File: src/hdl/video_pkg.sv
// --------------------------------------------------
// video generator shared definitions
// --------------------------------------------------
package video_pkg;

    // horizontal timing in pixels
    localparam int VISIBLE_WIDTH   = 32;
    localparam int H_FRONT_PORCH   = 4;
    localparam int H_SYNC_PULSE    = 4;
    localparam int H_BACK_PORCH    = 4;
    localparam int TOTAL_WIDTH     = 44;
    localparam int OFFSCREEN_WIDTH = H_FRONT_PORCH + H_SYNC_PULSE + H_BACK_PORCH;

    // vertical timing in lines
    localparam int VISIBLE_HEIGHT  = 8;
    localparam int V_FRONT_PORCH   = 2;
    localparam int V_SYNC_PULSE    = 2;
    localparam int V_BACK_PORCH    = 2;
    localparam int TOTAL_HEIGHT    = 14;

    localparam logic H_SYNC_POLARITY = 1'b0;     // active low
    localparam logic V_SYNC_POLARITY = 1'b0;     // active low

    localparam int FETCH_LEAD      = 2;          // counters lead the video outputs

    // sync states count up and visible wraps back to pre-sync
    localparam logic [1:0] STATE_PRE_SYNC  = 2'b00;
    localparam logic [1:0] STATE_SYNC      = 2'b01;
    localparam logic [1:0] STATE_POST_SYNC = 2'b10;
    localparam logic [1:0] STATE_VISIBLE   = 2'b11;

    // register numbers
    localparam logic [4:0] XR_VID_CTRL     = 5'd0;
    localparam logic [4:0] XR_SCANLINE     = 5'd1;
    localparam logic [4:0] XR_VID_HSIZE    = 5'd2;
    localparam logic [4:0] XR_VID_VSIZE    = 5'd3;
    localparam logic [4:0] XR_PA_GFX_CTRL  = 5'd4;
    localparam logic [4:0] XR_PA_DISP_ADDR = 5'd5;
    localparam logic [4:0] XR_PA_LINE_LEN  = 5'd6;
    localparam logic [4:0] XR_PA_LINE_ADDR = 5'd7;

    typedef logic [15:0] word_t;                 // register or vram word
    typedef logic [15:0] addr_t;                 // vram word address
    typedef logic [7:0]  color_t;                // palette index
    typedef logic [5:0]  hres_t;                 // pixel counter
    typedef logic [3:0]  vres_t;                 // line counter

    // one written word, seen through the register it targets
    typedef union packed {
        word_t raw;
        struct packed {
            color_t     border;                  // border color index
            logic [3:0] rsvd;
            logic [3:0] intr;                    // interrupt trigger bits
        } vid_ctrl;
        struct packed {
            color_t     colorbase;               // xor applied to pixel indices
            logic       blank;                   // show border only
            logic [6:0] rsvd;
        } gfx_ctrl;
    } xr_word_u;

    localparam color_t BORDER_DEFAULT   = 8'h08;                  // dark grey
    localparam addr_t  LINE_LEN_DEFAULT = addr_t'(VISIBLE_WIDTH / 2);

endpackage
File: src/hdl/video_gen.sv
// --------------------------------------------------
// video generator top level
// --------------------------------------------------
module video_gen (
    input  logic               clk,
    input  logic               reset_i,
    input  logic               vgen_reg_wr_en_i,
    input  logic [4:0]         vgen_reg_num_i,
    input  video_pkg::word_t   vgen_reg_data_i,
    output video_pkg::word_t   vgen_reg_data_o,
    input  logic [3:0]         intr_status_i,
    output logic [3:0]         intr_signal_o,
    output logic               vram_sel_o,
    output video_pkg::addr_t   vram_addr_o,
    input  video_pkg::word_t   vram_data_i,
    output video_pkg::color_t  color_index_o,
    output logic               hsync_o,
    output logic               vsync_o,
    output logic               dv_de_o
);
    import video_pkg::*;

    hres_t  h_count;
    logic   v_visible;
    logic   line_last;
    logic   frame_start;
    logic   frame_end;
    word_t  scan_status;
    color_t border_color;
    color_t colorbase;
    logic   blank;
    addr_t  start_addr;
    addr_t  line_len;
    addr_t  line_addr;
    logic   line_addr_set;

    video_timing u_timing (
        .clk(clk),
        .reset_i(reset_i),
        .h_count_o(h_count),
        .v_visible_o(v_visible),
        .line_last_o(line_last),
        .frame_start_o(frame_start),
        .frame_end_o(frame_end),
        .scan_status_o(scan_status),
        .hsync_o(hsync_o),
        .vsync_o(vsync_o),
        .dv_de_o(dv_de_o)
    );

    video_regs u_regs (
        .clk(clk),
        .reset_i(reset_i),
        .vgen_reg_wr_en_i(vgen_reg_wr_en_i),
        .vgen_reg_num_i(vgen_reg_num_i),
        .vgen_reg_data_i(vgen_reg_data_i),
        .vgen_reg_data_o(vgen_reg_data_o),
        .intr_status_i(intr_status_i),
        .intr_signal_o(intr_signal_o),
        .scan_status_i(scan_status),
        .frame_end_i(frame_end),
        .border_color_o(border_color),
        .colorbase_o(colorbase),
        .blank_o(blank),
        .start_addr_o(start_addr),
        .line_len_o(line_len),
        .line_addr_o(line_addr),
        .line_addr_set_o(line_addr_set)
    );

    bitmap_playfield u_playfield (
        .clk(clk),
        .reset_i(reset_i),
        .h_count_i(h_count),
        .v_visible_i(v_visible),
        .line_last_i(line_last),
        .frame_start_i(frame_start),
        .blank_i(blank),
        .colorbase_i(colorbase),
        .border_color_i(border_color),
        .start_addr_i(start_addr),
        .line_len_i(line_len),
        .line_addr_i(line_addr),
        .line_addr_set_i(line_addr_set),
        .vram_sel_o(vram_sel_o),
        .vram_addr_o(vram_addr_o),
        .vram_data_i(vram_data_i),
        .color_index_o(color_index_o)
    );

endmodule

File: src/hdl/bitmap_playfield.sv
// --------------------------------------------------
// 8 bpp bitmap playfield
// --------------------------------------------------
module bitmap_playfield (
    input  logic               clk,
    input  logic               reset_i,
    input  video_pkg::hres_t   h_count_i,
    input  logic               v_visible_i,
    input  logic               line_last_i,
    input  logic               frame_start_i,
    input  logic               blank_i,
    input  video_pkg::color_t  colorbase_i,
    input  video_pkg::color_t  border_color_i,
    input  video_pkg::addr_t   start_addr_i,
    input  video_pkg::addr_t   line_len_i,
    input  video_pkg::addr_t   line_addr_i,
    input  logic               line_addr_set_i,
    output logic               vram_sel_o,
    output video_pkg::addr_t   vram_addr_o,
    input  video_pkg::word_t   vram_data_i,
    output video_pkg::color_t  color_index_o
);
    import video_pkg::*;

    hres_t  pix_x;                               // pixel within visible line
    logic   pix_active;                          // counters on a shown pixel
    logic   pix_q;
    logic   rd_q;                                // vram data arrives this cycle
    logic   addr_pending;                        // line address override waiting
    addr_t  line_start;
    addr_t  next_line;
    addr_t  fetch_addr;
    color_t low_byte;                            // second pixel of fetched pair

    assign pix_x      = h_count_i - hres_t'(OFFSCREEN_WIDTH);
    assign pix_active = v_visible_i && !blank_i && (h_count_i >= hres_t'(OFFSCREEN_WIDTH));
    assign vram_sel_o  = pix_active && !pix_x[0];      // one read per pixel pair
    assign vram_addr_o = fetch_addr;

    assign next_line = (addr_pending || line_addr_set_i) ? line_addr_i : line_start + line_len_i;

    always_ff @(posedge clk) begin
        if (reset_i) begin
            line_start   <= '0;
            fetch_addr   <= '0;
            addr_pending <= 1'b0;
            pix_q        <= 1'b0;
            rd_q         <= 1'b0;
        end else begin
            pix_q <= pix_active;
            rd_q  <= vram_sel_o;
            if (frame_start_i) begin
                line_start <= start_addr_i;
                fetch_addr <= start_addr_i;
            end else if (line_last_i) begin
                line_start   <= next_line;
                fetch_addr   <= next_line;
                addr_pending <= 1'b0;
            end else if (vram_sel_o) begin
                fetch_addr <= fetch_addr + addr_t'(1);
            end
            if (line_addr_set_i && !line_last_i) begin
                addr_pending <= 1'b1;
            end
        end
    end

    // high byte leaves straight from vram, low byte one cycle later
    always_ff @(posedge clk) begin
        if (rd_q) begin
            color_index_o <= vram_data_i[15:8] ^ colorbase_i;
            low_byte      <= vram_data_i[7:0];
        end else if (pix_q) begin
            color_index_o <= low_byte ^ colorbase_i;
        end else begin
            color_index_o <= border_color_i;
        end
    end

    a_fetch_visible: assert property (@(posedge clk) disable iff (reset_i)
        vram_sel_o |-> v_visible_i ##1 !vram_sel_o)
        else $error("vram read outside visible line or back to back");

endmodule

File: src/hdl/video_regs.sv
// --------------------------------------------------
// video config registers
// --------------------------------------------------
module video_regs (
    input  logic               clk,
    input  logic               reset_i,
    input  logic               vgen_reg_wr_en_i,
    input  logic [4:0]         vgen_reg_num_i,
    input  video_pkg::word_t   vgen_reg_data_i,
    output video_pkg::word_t   vgen_reg_data_o,
    input  logic [3:0]         intr_status_i,
    output logic [3:0]         intr_signal_o,
    input  video_pkg::word_t   scan_status_i,
    input  logic               frame_end_i,
    output video_pkg::color_t  border_color_o,
    output video_pkg::color_t  colorbase_o,
    output logic               blank_o,
    output video_pkg::addr_t   start_addr_o,
    output video_pkg::addr_t   line_len_o,
    output video_pkg::addr_t   line_addr_o,
    output logic               line_addr_set_o
);
    import video_pkg::*;

    xr_word_u wr_word;                           // write data, decoded per register
    logic     intr_trigger;

    assign wr_word = vgen_reg_data_i;

    assign intr_trigger = frame_end_i ||
        (vgen_reg_wr_en_i && (vgen_reg_num_i == XR_VID_CTRL) && (wr_word.vid_ctrl.intr != 4'h0));

    always_ff @(posedge clk) begin
        if (reset_i) begin
            intr_signal_o   <= 4'h0;
            border_color_o  <= BORDER_DEFAULT;
            colorbase_o     <= 8'h00;
            blank_o         <= 1'b0;
            start_addr_o    <= '0;
            line_len_o      <= LINE_LEN_DEFAULT;
            line_addr_o     <= '0;
            line_addr_set_o <= 1'b0;
        end else begin
            intr_signal_o   <= 4'h0;             // pulses last one cycle
            line_addr_set_o <= 1'b0;
            if (vgen_reg_wr_en_i) begin
                case (vgen_reg_num_i)
                    XR_VID_CTRL: begin
                        border_color_o <= wr_word.vid_ctrl.border;
                        intr_signal_o  <= wr_word.vid_ctrl.intr;
                    end
                    XR_PA_GFX_CTRL: begin
                        colorbase_o <= wr_word.gfx_ctrl.colorbase;
                        blank_o     <= wr_word.gfx_ctrl.blank;
                    end
                    XR_PA_DISP_ADDR: start_addr_o <= wr_word.raw;
                    XR_PA_LINE_LEN:  line_len_o   <= wr_word.raw;
                    XR_PA_LINE_ADDR: begin
                        line_addr_o     <= wr_word.raw;
                        line_addr_set_o <= 1'b1;     // next line starts here
                    end
                    default: begin
                    end
                endcase
            end
            if (frame_end_i) begin
                intr_signal_o[3] <= 1'b1;        // vertical blank interrupt
            end
        end
    end

    // read data follows the register number by one clock
    always_ff @(posedge clk) begin
        case (vgen_reg_num_i)
            XR_VID_CTRL:     vgen_reg_data_o <= {border_color_o, 4'h0, intr_status_i};
            XR_SCANLINE:     vgen_reg_data_o <= scan_status_i;
            XR_VID_HSIZE:    vgen_reg_data_o <= 16'(VISIBLE_WIDTH);
            XR_VID_VSIZE:    vgen_reg_data_o <= 16'(VISIBLE_HEIGHT);
            XR_PA_GFX_CTRL:  vgen_reg_data_o <= {colorbase_o, blank_o, 7'h00};
            XR_PA_DISP_ADDR: vgen_reg_data_o <= start_addr_o;
            XR_PA_LINE_LEN:  vgen_reg_data_o <= line_len_o;
            XR_PA_LINE_ADDR: vgen_reg_data_o <= line_addr_o;
            default:         vgen_reg_data_o <= 16'h0000;
        endcase
    end

    a_intr_single_pulse: assert property (@(posedge clk) disable iff (reset_i)
        (intr_signal_o != 4'h0) && !intr_trigger |=> (intr_signal_o == 4'h0))
        else $error("interrupt signal held without a new trigger");

endmodule

File: src/hdl/video_timing.sv
// --------------------------------------------------
// video sync and scan timing
// --------------------------------------------------
module video_timing (
    input  logic               clk,
    input  logic               reset_i,
    output video_pkg::hres_t   h_count_o,
    output logic               v_visible_o,
    output logic               line_last_o,
    output logic               frame_start_o,
    output logic               frame_end_o,
    output video_pkg::word_t   scan_status_o,
    output logic               hsync_o,
    output logic               vsync_o,
    output logic               dv_de_o
);
    import video_pkg::*;

    logic [1:0]            h_state;
    logic [1:0]            v_state;
    hres_t                 h_count;
    vres_t                 v_count;
    hres_t                 h_end;            // last count of current h state
    vres_t                 v_end;            // last count of current v state
    logic                  h_line_last;
    logic                  hs_now;
    logic                  vs_now;
    logic                  de_now;
    logic [FETCH_LEAD-1:0] hs_dly;
    logic [FETCH_LEAD-1:0] vs_dly;
    logic [FETCH_LEAD-1:0] de_dly;

    always_comb begin
        case (h_state)
            STATE_PRE_SYNC:  h_end = hres_t'(H_FRONT_PORCH - 1);
            STATE_SYNC:      h_end = hres_t'(H_FRONT_PORCH + H_SYNC_PULSE - 1);
            STATE_POST_SYNC: h_end = hres_t'(OFFSCREEN_WIDTH - 1);
            default:         h_end = hres_t'(TOTAL_WIDTH - 1);
        endcase
    end

    // visible lines come first, blanking lines follow
    always_comb begin
        case (v_state)
            STATE_PRE_SYNC:  v_end = vres_t'(VISIBLE_HEIGHT + V_FRONT_PORCH - 1);
            STATE_SYNC:      v_end = vres_t'(VISIBLE_HEIGHT + V_FRONT_PORCH + V_SYNC_PULSE - 1);
            STATE_POST_SYNC: v_end = vres_t'(TOTAL_HEIGHT - 1);
            default:         v_end = vres_t'(VISIBLE_HEIGHT - 1);
        endcase
    end

    assign h_line_last   = (h_state == STATE_VISIBLE) && (h_count == h_end);
    assign line_last_o   = h_line_last && (v_state == STATE_VISIBLE);
    assign frame_start_o = h_line_last && (v_state == STATE_POST_SYNC) && (v_count == v_end);
    assign frame_end_o   = line_last_o && (v_count == v_end);
    assign h_count_o     = h_count;
    assign v_visible_o   = (v_state == STATE_VISIBLE);
    assign scan_status_o = {v_state != STATE_VISIBLE, h_state != STATE_VISIBLE, 14'(v_count)};

    assign hs_now = (h_state == STATE_SYNC) ? H_SYNC_POLARITY : ~H_SYNC_POLARITY;
    assign vs_now = (v_state == STATE_SYNC) ? V_SYNC_POLARITY : ~V_SYNC_POLARITY;
    assign de_now = (h_state == STATE_VISIBLE) && (v_state == STATE_VISIBLE);

    always_ff @(posedge clk) begin
        if (reset_i) begin
            h_state <= STATE_PRE_SYNC;
            v_state <= STATE_PRE_SYNC;
            h_count <= '0;
            v_count <= '0;
            hs_dly  <= {FETCH_LEAD{~H_SYNC_POLARITY}};
            vs_dly  <= {FETCH_LEAD{~V_SYNC_POLARITY}};
            de_dly  <= '0;
        end else begin
            if (h_count == h_end) begin
                h_state <= h_state + 2'd1;
            end
            if (h_line_last) begin
                h_count <= '0;
                v_count <= frame_start_o ? vres_t'(0) : v_count + vres_t'(1);
                if (v_count == v_end) begin
                    v_state <= v_state + 2'd1;
                end
            end else begin
                h_count <= h_count + hres_t'(1);
            end
            // line the syncs up with the pixel pipeline
            hs_dly <= {hs_dly[FETCH_LEAD-2:0], hs_now};
            vs_dly <= {vs_dly[FETCH_LEAD-2:0], vs_now};
            de_dly <= {de_dly[FETCH_LEAD-2:0], de_now};
        end
    end

    assign hsync_o = hs_dly[FETCH_LEAD-1];
    assign vsync_o = vs_dly[FETCH_LEAD-1];
    assign dv_de_o = de_dly[FETCH_LEAD-1];

    a_sync_not_in_display: assert property (@(posedge clk) disable iff (reset_i)
        !(dv_de_o && (hsync_o == H_SYNC_POLARITY)))
        else $error("hsync active during display enable");

endmodule

File: config.mk
export PLATFORM = sky130hd
export DESIGN_NAME = video_gen
export DESIGN_NICKNAME = d
export VERILOG_FILES = /design/src/hdl/video_pkg.sv /design/src/hdl/video_gen.sv /design/src/hdl/bitmap_playfield.sv /design/src/hdl/video_regs.sv /design/src/hdl/video_timing.sv
export SDC_FILE = /design/constraint.sdc
export NUM_CORES = 1
export LEC_CHECK = 0
export ABC_CLOCK_PERIOD_IN_PS = 3100
export BUFFER_PORTS_ARGS = -buffer_cell sky130_fd_sc_hd__buf_2
export CAP_MARGIN = 5
export CORE_MARGIN = 2
export CORE_UTILIZATION = 40
export CTS_CLUSTER_SIZE = 28
export DETAILED_ROUTE_END_ITERATION = 7
export PLACE_DENSITY = 0.67
export REMOVE_ABC_BUFFERS = 1
export SLEW_MARGIN = 20
export SYNTH_ARGS = -nofsm -noshare
export SYNTH_HDL_FRONTEND = slang
export SYNTH_SLANG_ARGS = --single-unit
File: constraint.sdc
create_clock -name clk -period 3.1 [get_ports clk]
set_input_delay 0 -clock clk [delete_from_list [all_inputs] [get_ports clk]]
set_output_delay 0 -clock clk [all_outputs]
set_load 0.05 [all_outputs]
==> metrics.md <==
| Metric | Value |
|---|---|
| Max incr delay on CP | `between 0.4 and 0.5 ns` |
| CTS root buffer | `clkbuf_16` |
| Drt first pass iters | `7` |
| CP cell instances | `ha_1 -> fa_1 -> a21o_1 -> a221oi_1 -> o21ai_0 -> o21a_1 -> or3_1 -> a31oi_1 -> a211oi_1` |
| Maximum buffer depth of the clock tree | `2` |
| Final WS setup | `0.383 ns` |
| I/O pins | `~90` |
| Syn_area_per_cell | `8.15 µm²` |
| Flops & latches, synth | `157` |
| Async SR Flop Fraction | `0` |
| Outcome | `completed` |
| Fin crit period | `2.72 ns` |
| Final WL | `23.0 mm` |
| Reg-to-Reg Start | `u_regs.line_len_o[0]$_SDFFE_PP0P_` |
| Post-CTS sizing | `0` |
| GRT met3 Usage | `0.0434` |
| Fin crit share | `0.876` |
| H-tree Lvls | `4` |
| Routability cong. | `0.992` |
| Synth Area in Simple Gates | `0.208` |
| Finished Layout Cells | `1292` |
| Setup bufs post-CTS | `0` |
| Die H | `142 µm` |
| Die footprint | `20100 µm²` |
| Slew headroom | `0.401` |
| Adder and majority gate portion of the synthesized area | `0.0470` |
| Fraction of synthesized cell area in xor and xnor cells | `0.0311` |
| Gr busiest metal | `met2` |
| Final hold vios | `0` |
| Proportion of synthesized area in mux cells | `0.0161` |
| CTS tree | `built` |
| Critical setup path kind | `flop to flop` |
| DP Worst Slack | `0.421 ns` |
| # diodes | `0` |
| End of the worst register-to-register path | `u_playfield.vram_addr_o[14]$_SDFFE_PP0P_` |
| Initial antenna violation count | `0` |
| Fmax | `368 MHz` |
| Die width | `142 µm` |
| Syn Inst Count | `934` |
| Number of port buffers | `91` |
| Req. time, crit path | `3.39 ns` |
| Drt wl/cell | `17.8 µm` |
| Slowest stage cell, crit path | `fa_1` |
| Final nets | `1117` |
| Synth Warn # | `0` |
| Vias per cell | `5.67` |
| Worst EP arrival | `approximately 3.0 ns` |
| Post-synthesis sequential area ratio | `0.423` |
| Post-synthesis compound-gate area fraction | `0.230` |
| Hold Crit Class | `input port to flop` |
| Antenna Violating Nets Remaining | `0` |
| Finish-stage setup viols | `0` |
| Number of synthesized flops with an enable pin | `8` |
| CTS Buf Count | `17` |
| Max IR drop VDD | `380 µV` |
| Largest net degree at the start of global routing | `58` |
| Vias in the first global route | `6761` |
| # hold bufs at CTS | `39` |
| Met2 usage | `0.363` |
| Post-route DRC | `0` |
| Iter 0 DRT Violations | `652` |
| First-pass GRT wire length | `36.4 mm` |
| Prevailing post-synth register cell | `dfxtp_1` |
| RSZ-0062 raised after global routing | `false` |
| Clock transition at path regs | `0.07 ns` |
| # rows | `50` |
| # fillers | `between 1500 and 2000` |
| Clk sinks | `157` |
| Fin Setup TNS | `0 ns` |
| Via Count | `around 7300` |
| Pwr per Cell Area | `479 nW/µm²` |
| Main combinational cell family by area after synthesis | `compound AO/OA/AOI/OAI gates` |
| Lkg Pwr | `approximately 3.7 nW` |
| Clk_skew | `0.00809 ns` |
| Max_cap viols | `0` |
| Hpwl dp | `16.1 mm` |
| Synth Cell Area | `7610 µm²` |
| Critical path endpoint | `u_playfield.vram_addr_o[14]$_SDFFE_PP0P_` |
| Layout area overhead | `22.2%` |
| Total gr overflow | `0` |
| Crit path capture type | `flop` |
| WHS | `between 0.06 and 0.07 ns` |
| CP max FO | `3` |
| Netlist cell types | `71` |
| Clock Latency Late Sink | `0.43 ns` |
| Starting Density | `0.407` |
| R2R setup slack | `0.38 ns` |
| Beginning of the critical path | `u_regs.line_len_o[0]$_SDFFE_PP0P_` |
| Final slew viol count | `0` |
| Met1 Usage GRT | `0.323` |
| CP startpoint kind | `flop` |
| Slew @ Worst Pin | `roughly 0.90 ns` |
| Share of layout cells above drive strength 1 | `0.158` |
| Core area | `18700 µm²` |
| Reg2Reg Depth | `9` |
| Inst Count DP | `1221` |
| GRT Util Overall | `0.232` |
[per-stage QoR]
stage,power (mW),utilization,instance area [µm²]
5_1_grt,4.60,0.497,9300
2_1_floorplan,2.17,-,7350
4_1_cts,4.48,0.497,9300
3_3_place_gp,2.28,0.443,8300
3_5_place_dp,2.28,0.443,8300
6_report,4.45,0.497,9300
[kinds of logic (layout without fill, tap and decap cells)]
kind of cell	count (synthesis)	after routing
AO/OA/AOI/OAI	277	277
flip-flops	157	157
AND/OR/NAND/NOR	350	350
multiplexers	12	12
adder cells (fa/ha/maj)	28	28
buffers and inverters	83	207
XOR/XNOR	27	27
[worst min-delay path by stage]
stage,start,end,slack (ns),depth (start not counted)
detailed placement,vram_data_i[3],u_playfield.low_byte[3]$_DFFE_PP_,0.18,1
floorplan,reset_i,u_playfield.vram_addr_o[10]$_SDFFE_PP0P_,0.06,1
global placement,vram_data_i[1],u_playfield.low_byte[1]$_DFFE_PP_,0.18,1
finish,vgen_reg_num_i[1],u_regs.vgen_reg_data_o[3]$_DFF_P_,0.06,3
global route,intr_status_i[3],u_regs.vgen_reg_data_o[3]$_DFF_P_,0.04,3
CTS,vgen_reg_num_i[1],u_regs.vgen_reg_data_o[3]$_DFF_P_,0.05,3
[routing by layer]
metal	routed length (µm)	share of wire
met1	10600	0.46
met4	549	0.024
met2	10200	0.44
met5	0	0
met3	1650	0.072
[power breakdown]
part / leakage (nW) / switching, mW / total, mW / internal (mW)
logic: 2.17 / 0.127 / 0.215 / 0.0887
registers: 1.27 / 0.0140 / 2.06 / 2.05
clock network: 0.300 / 0.898 / 2.18 / 1.28
total: 3.75 / 1.04 / 4.45 / 3.41
[placed cells by master (no fill, tap or decap), types with 6 or more instances in the layout]
master         instances
xor2_1                13
nor3_1                12
nand2_1              188
and3_1                13
a22oi_1               14
a31oi_1               13
a222oi_1              10
o21ai_0               37
edfxtp_1               8
dfxtp_1              149
inv_1                 19
nand3_1               31
dlygate4sd3_1         39
or2_2                  7
nor2_1                54
and2_1                 7
a22o_1                 9
xnor2_1               14
a21o_1                 7
o22ai_1                9
ha_1                  27
clkbuf_16             18
o21a_1                 6
a21oi_1              120
mux2i_1               10
o211ai_1              11
buf_2                 90
buf_4                 26
a211oi_1               9
[sequential cells by signal, indices dropped and copies added (netlist names), 2 cells and up]
register,cells
u_playfield.color_index_o,8
u_playfield.line_start,16
u_playfield.low_byte,8
u_playfield.vram_addr_o,16
u_regs.border_color_o,8
u_regs.colorbase_o,8
u_regs.intr_signal_o,4
u_regs.line_addr_o,16
u_regs.line_len_o,16
u_regs.start_addr_o,16
u_regs.vgen_reg_data_o,16
u_timing.de_dly,2
u_timing.h_count_o,6
u_timing.h_state,2
u_timing.hs_dly,2
u_timing.v_count,4
u_timing.v_state,2
u_timing.vs_dly,2
[Yosys cell counts (all sizes together) (3+ instances only)]
cell type / n / area (µm²)
xnor2: 14 / 123
xor2: 13 / 114
dfxtp: 149 / 2980
a221oi: 3 / 26.3
a21oi: 121 / 609
mux2i: 10 / 100
and3: 13 / 81.3
nor2: 54 / 203
a31oi: 13 / 81.3
o22ai: 9 / 56.3
or2: 7 / 43.8
nand2b: 5 / 31.3
o21a: 6 / 45.0
ha: 27 / 338
a22o: 9 / 78.8
nor2b: 3 / 18.8
o211ai: 11 / 82.6
a21o: 7 / 52.6
a211oi: 10 / 80.1
nor3: 14 / 81.3
a222oi: 10 / 100
clkbuf: 53 / 199
edfxtp: 8 / 240
nand3: 31 / 155
o21ai: 37 / 185
nor4: 4 / 25.0
buf: 10 / 61.3
a22oi: 14 / 105
nand3b: 5 / 37.5
nand2: 188 / 706
nor3b: 4 / 30.0
nand4: 5 / 31.3
inv: 20 / 75.1
and2: 7 / 43.8
[final cells by class]
type,instances,area [µm²],share of cell area
Clock buffer,20,468,0.0503
Inverter,20,75.1,0.00807
Timing Repair Buffer,155,1040,0.111
Tap cell,234,293,0.0315
Multi-Input combinational cell,694,4060,0.436
Clock inverter,12,146,0.0157
Sequential cell,157,3220,0.347
[critical path: cells and delay by family (launching register included)]
family	cells	cell delay, ns
adders and majority gates	2	0.66
AOI/OAI and AO/OA	6	1.29
and+or+nand+nor	1	0.30
DFF	1	0.34
(Power assumes the default switching activity.)
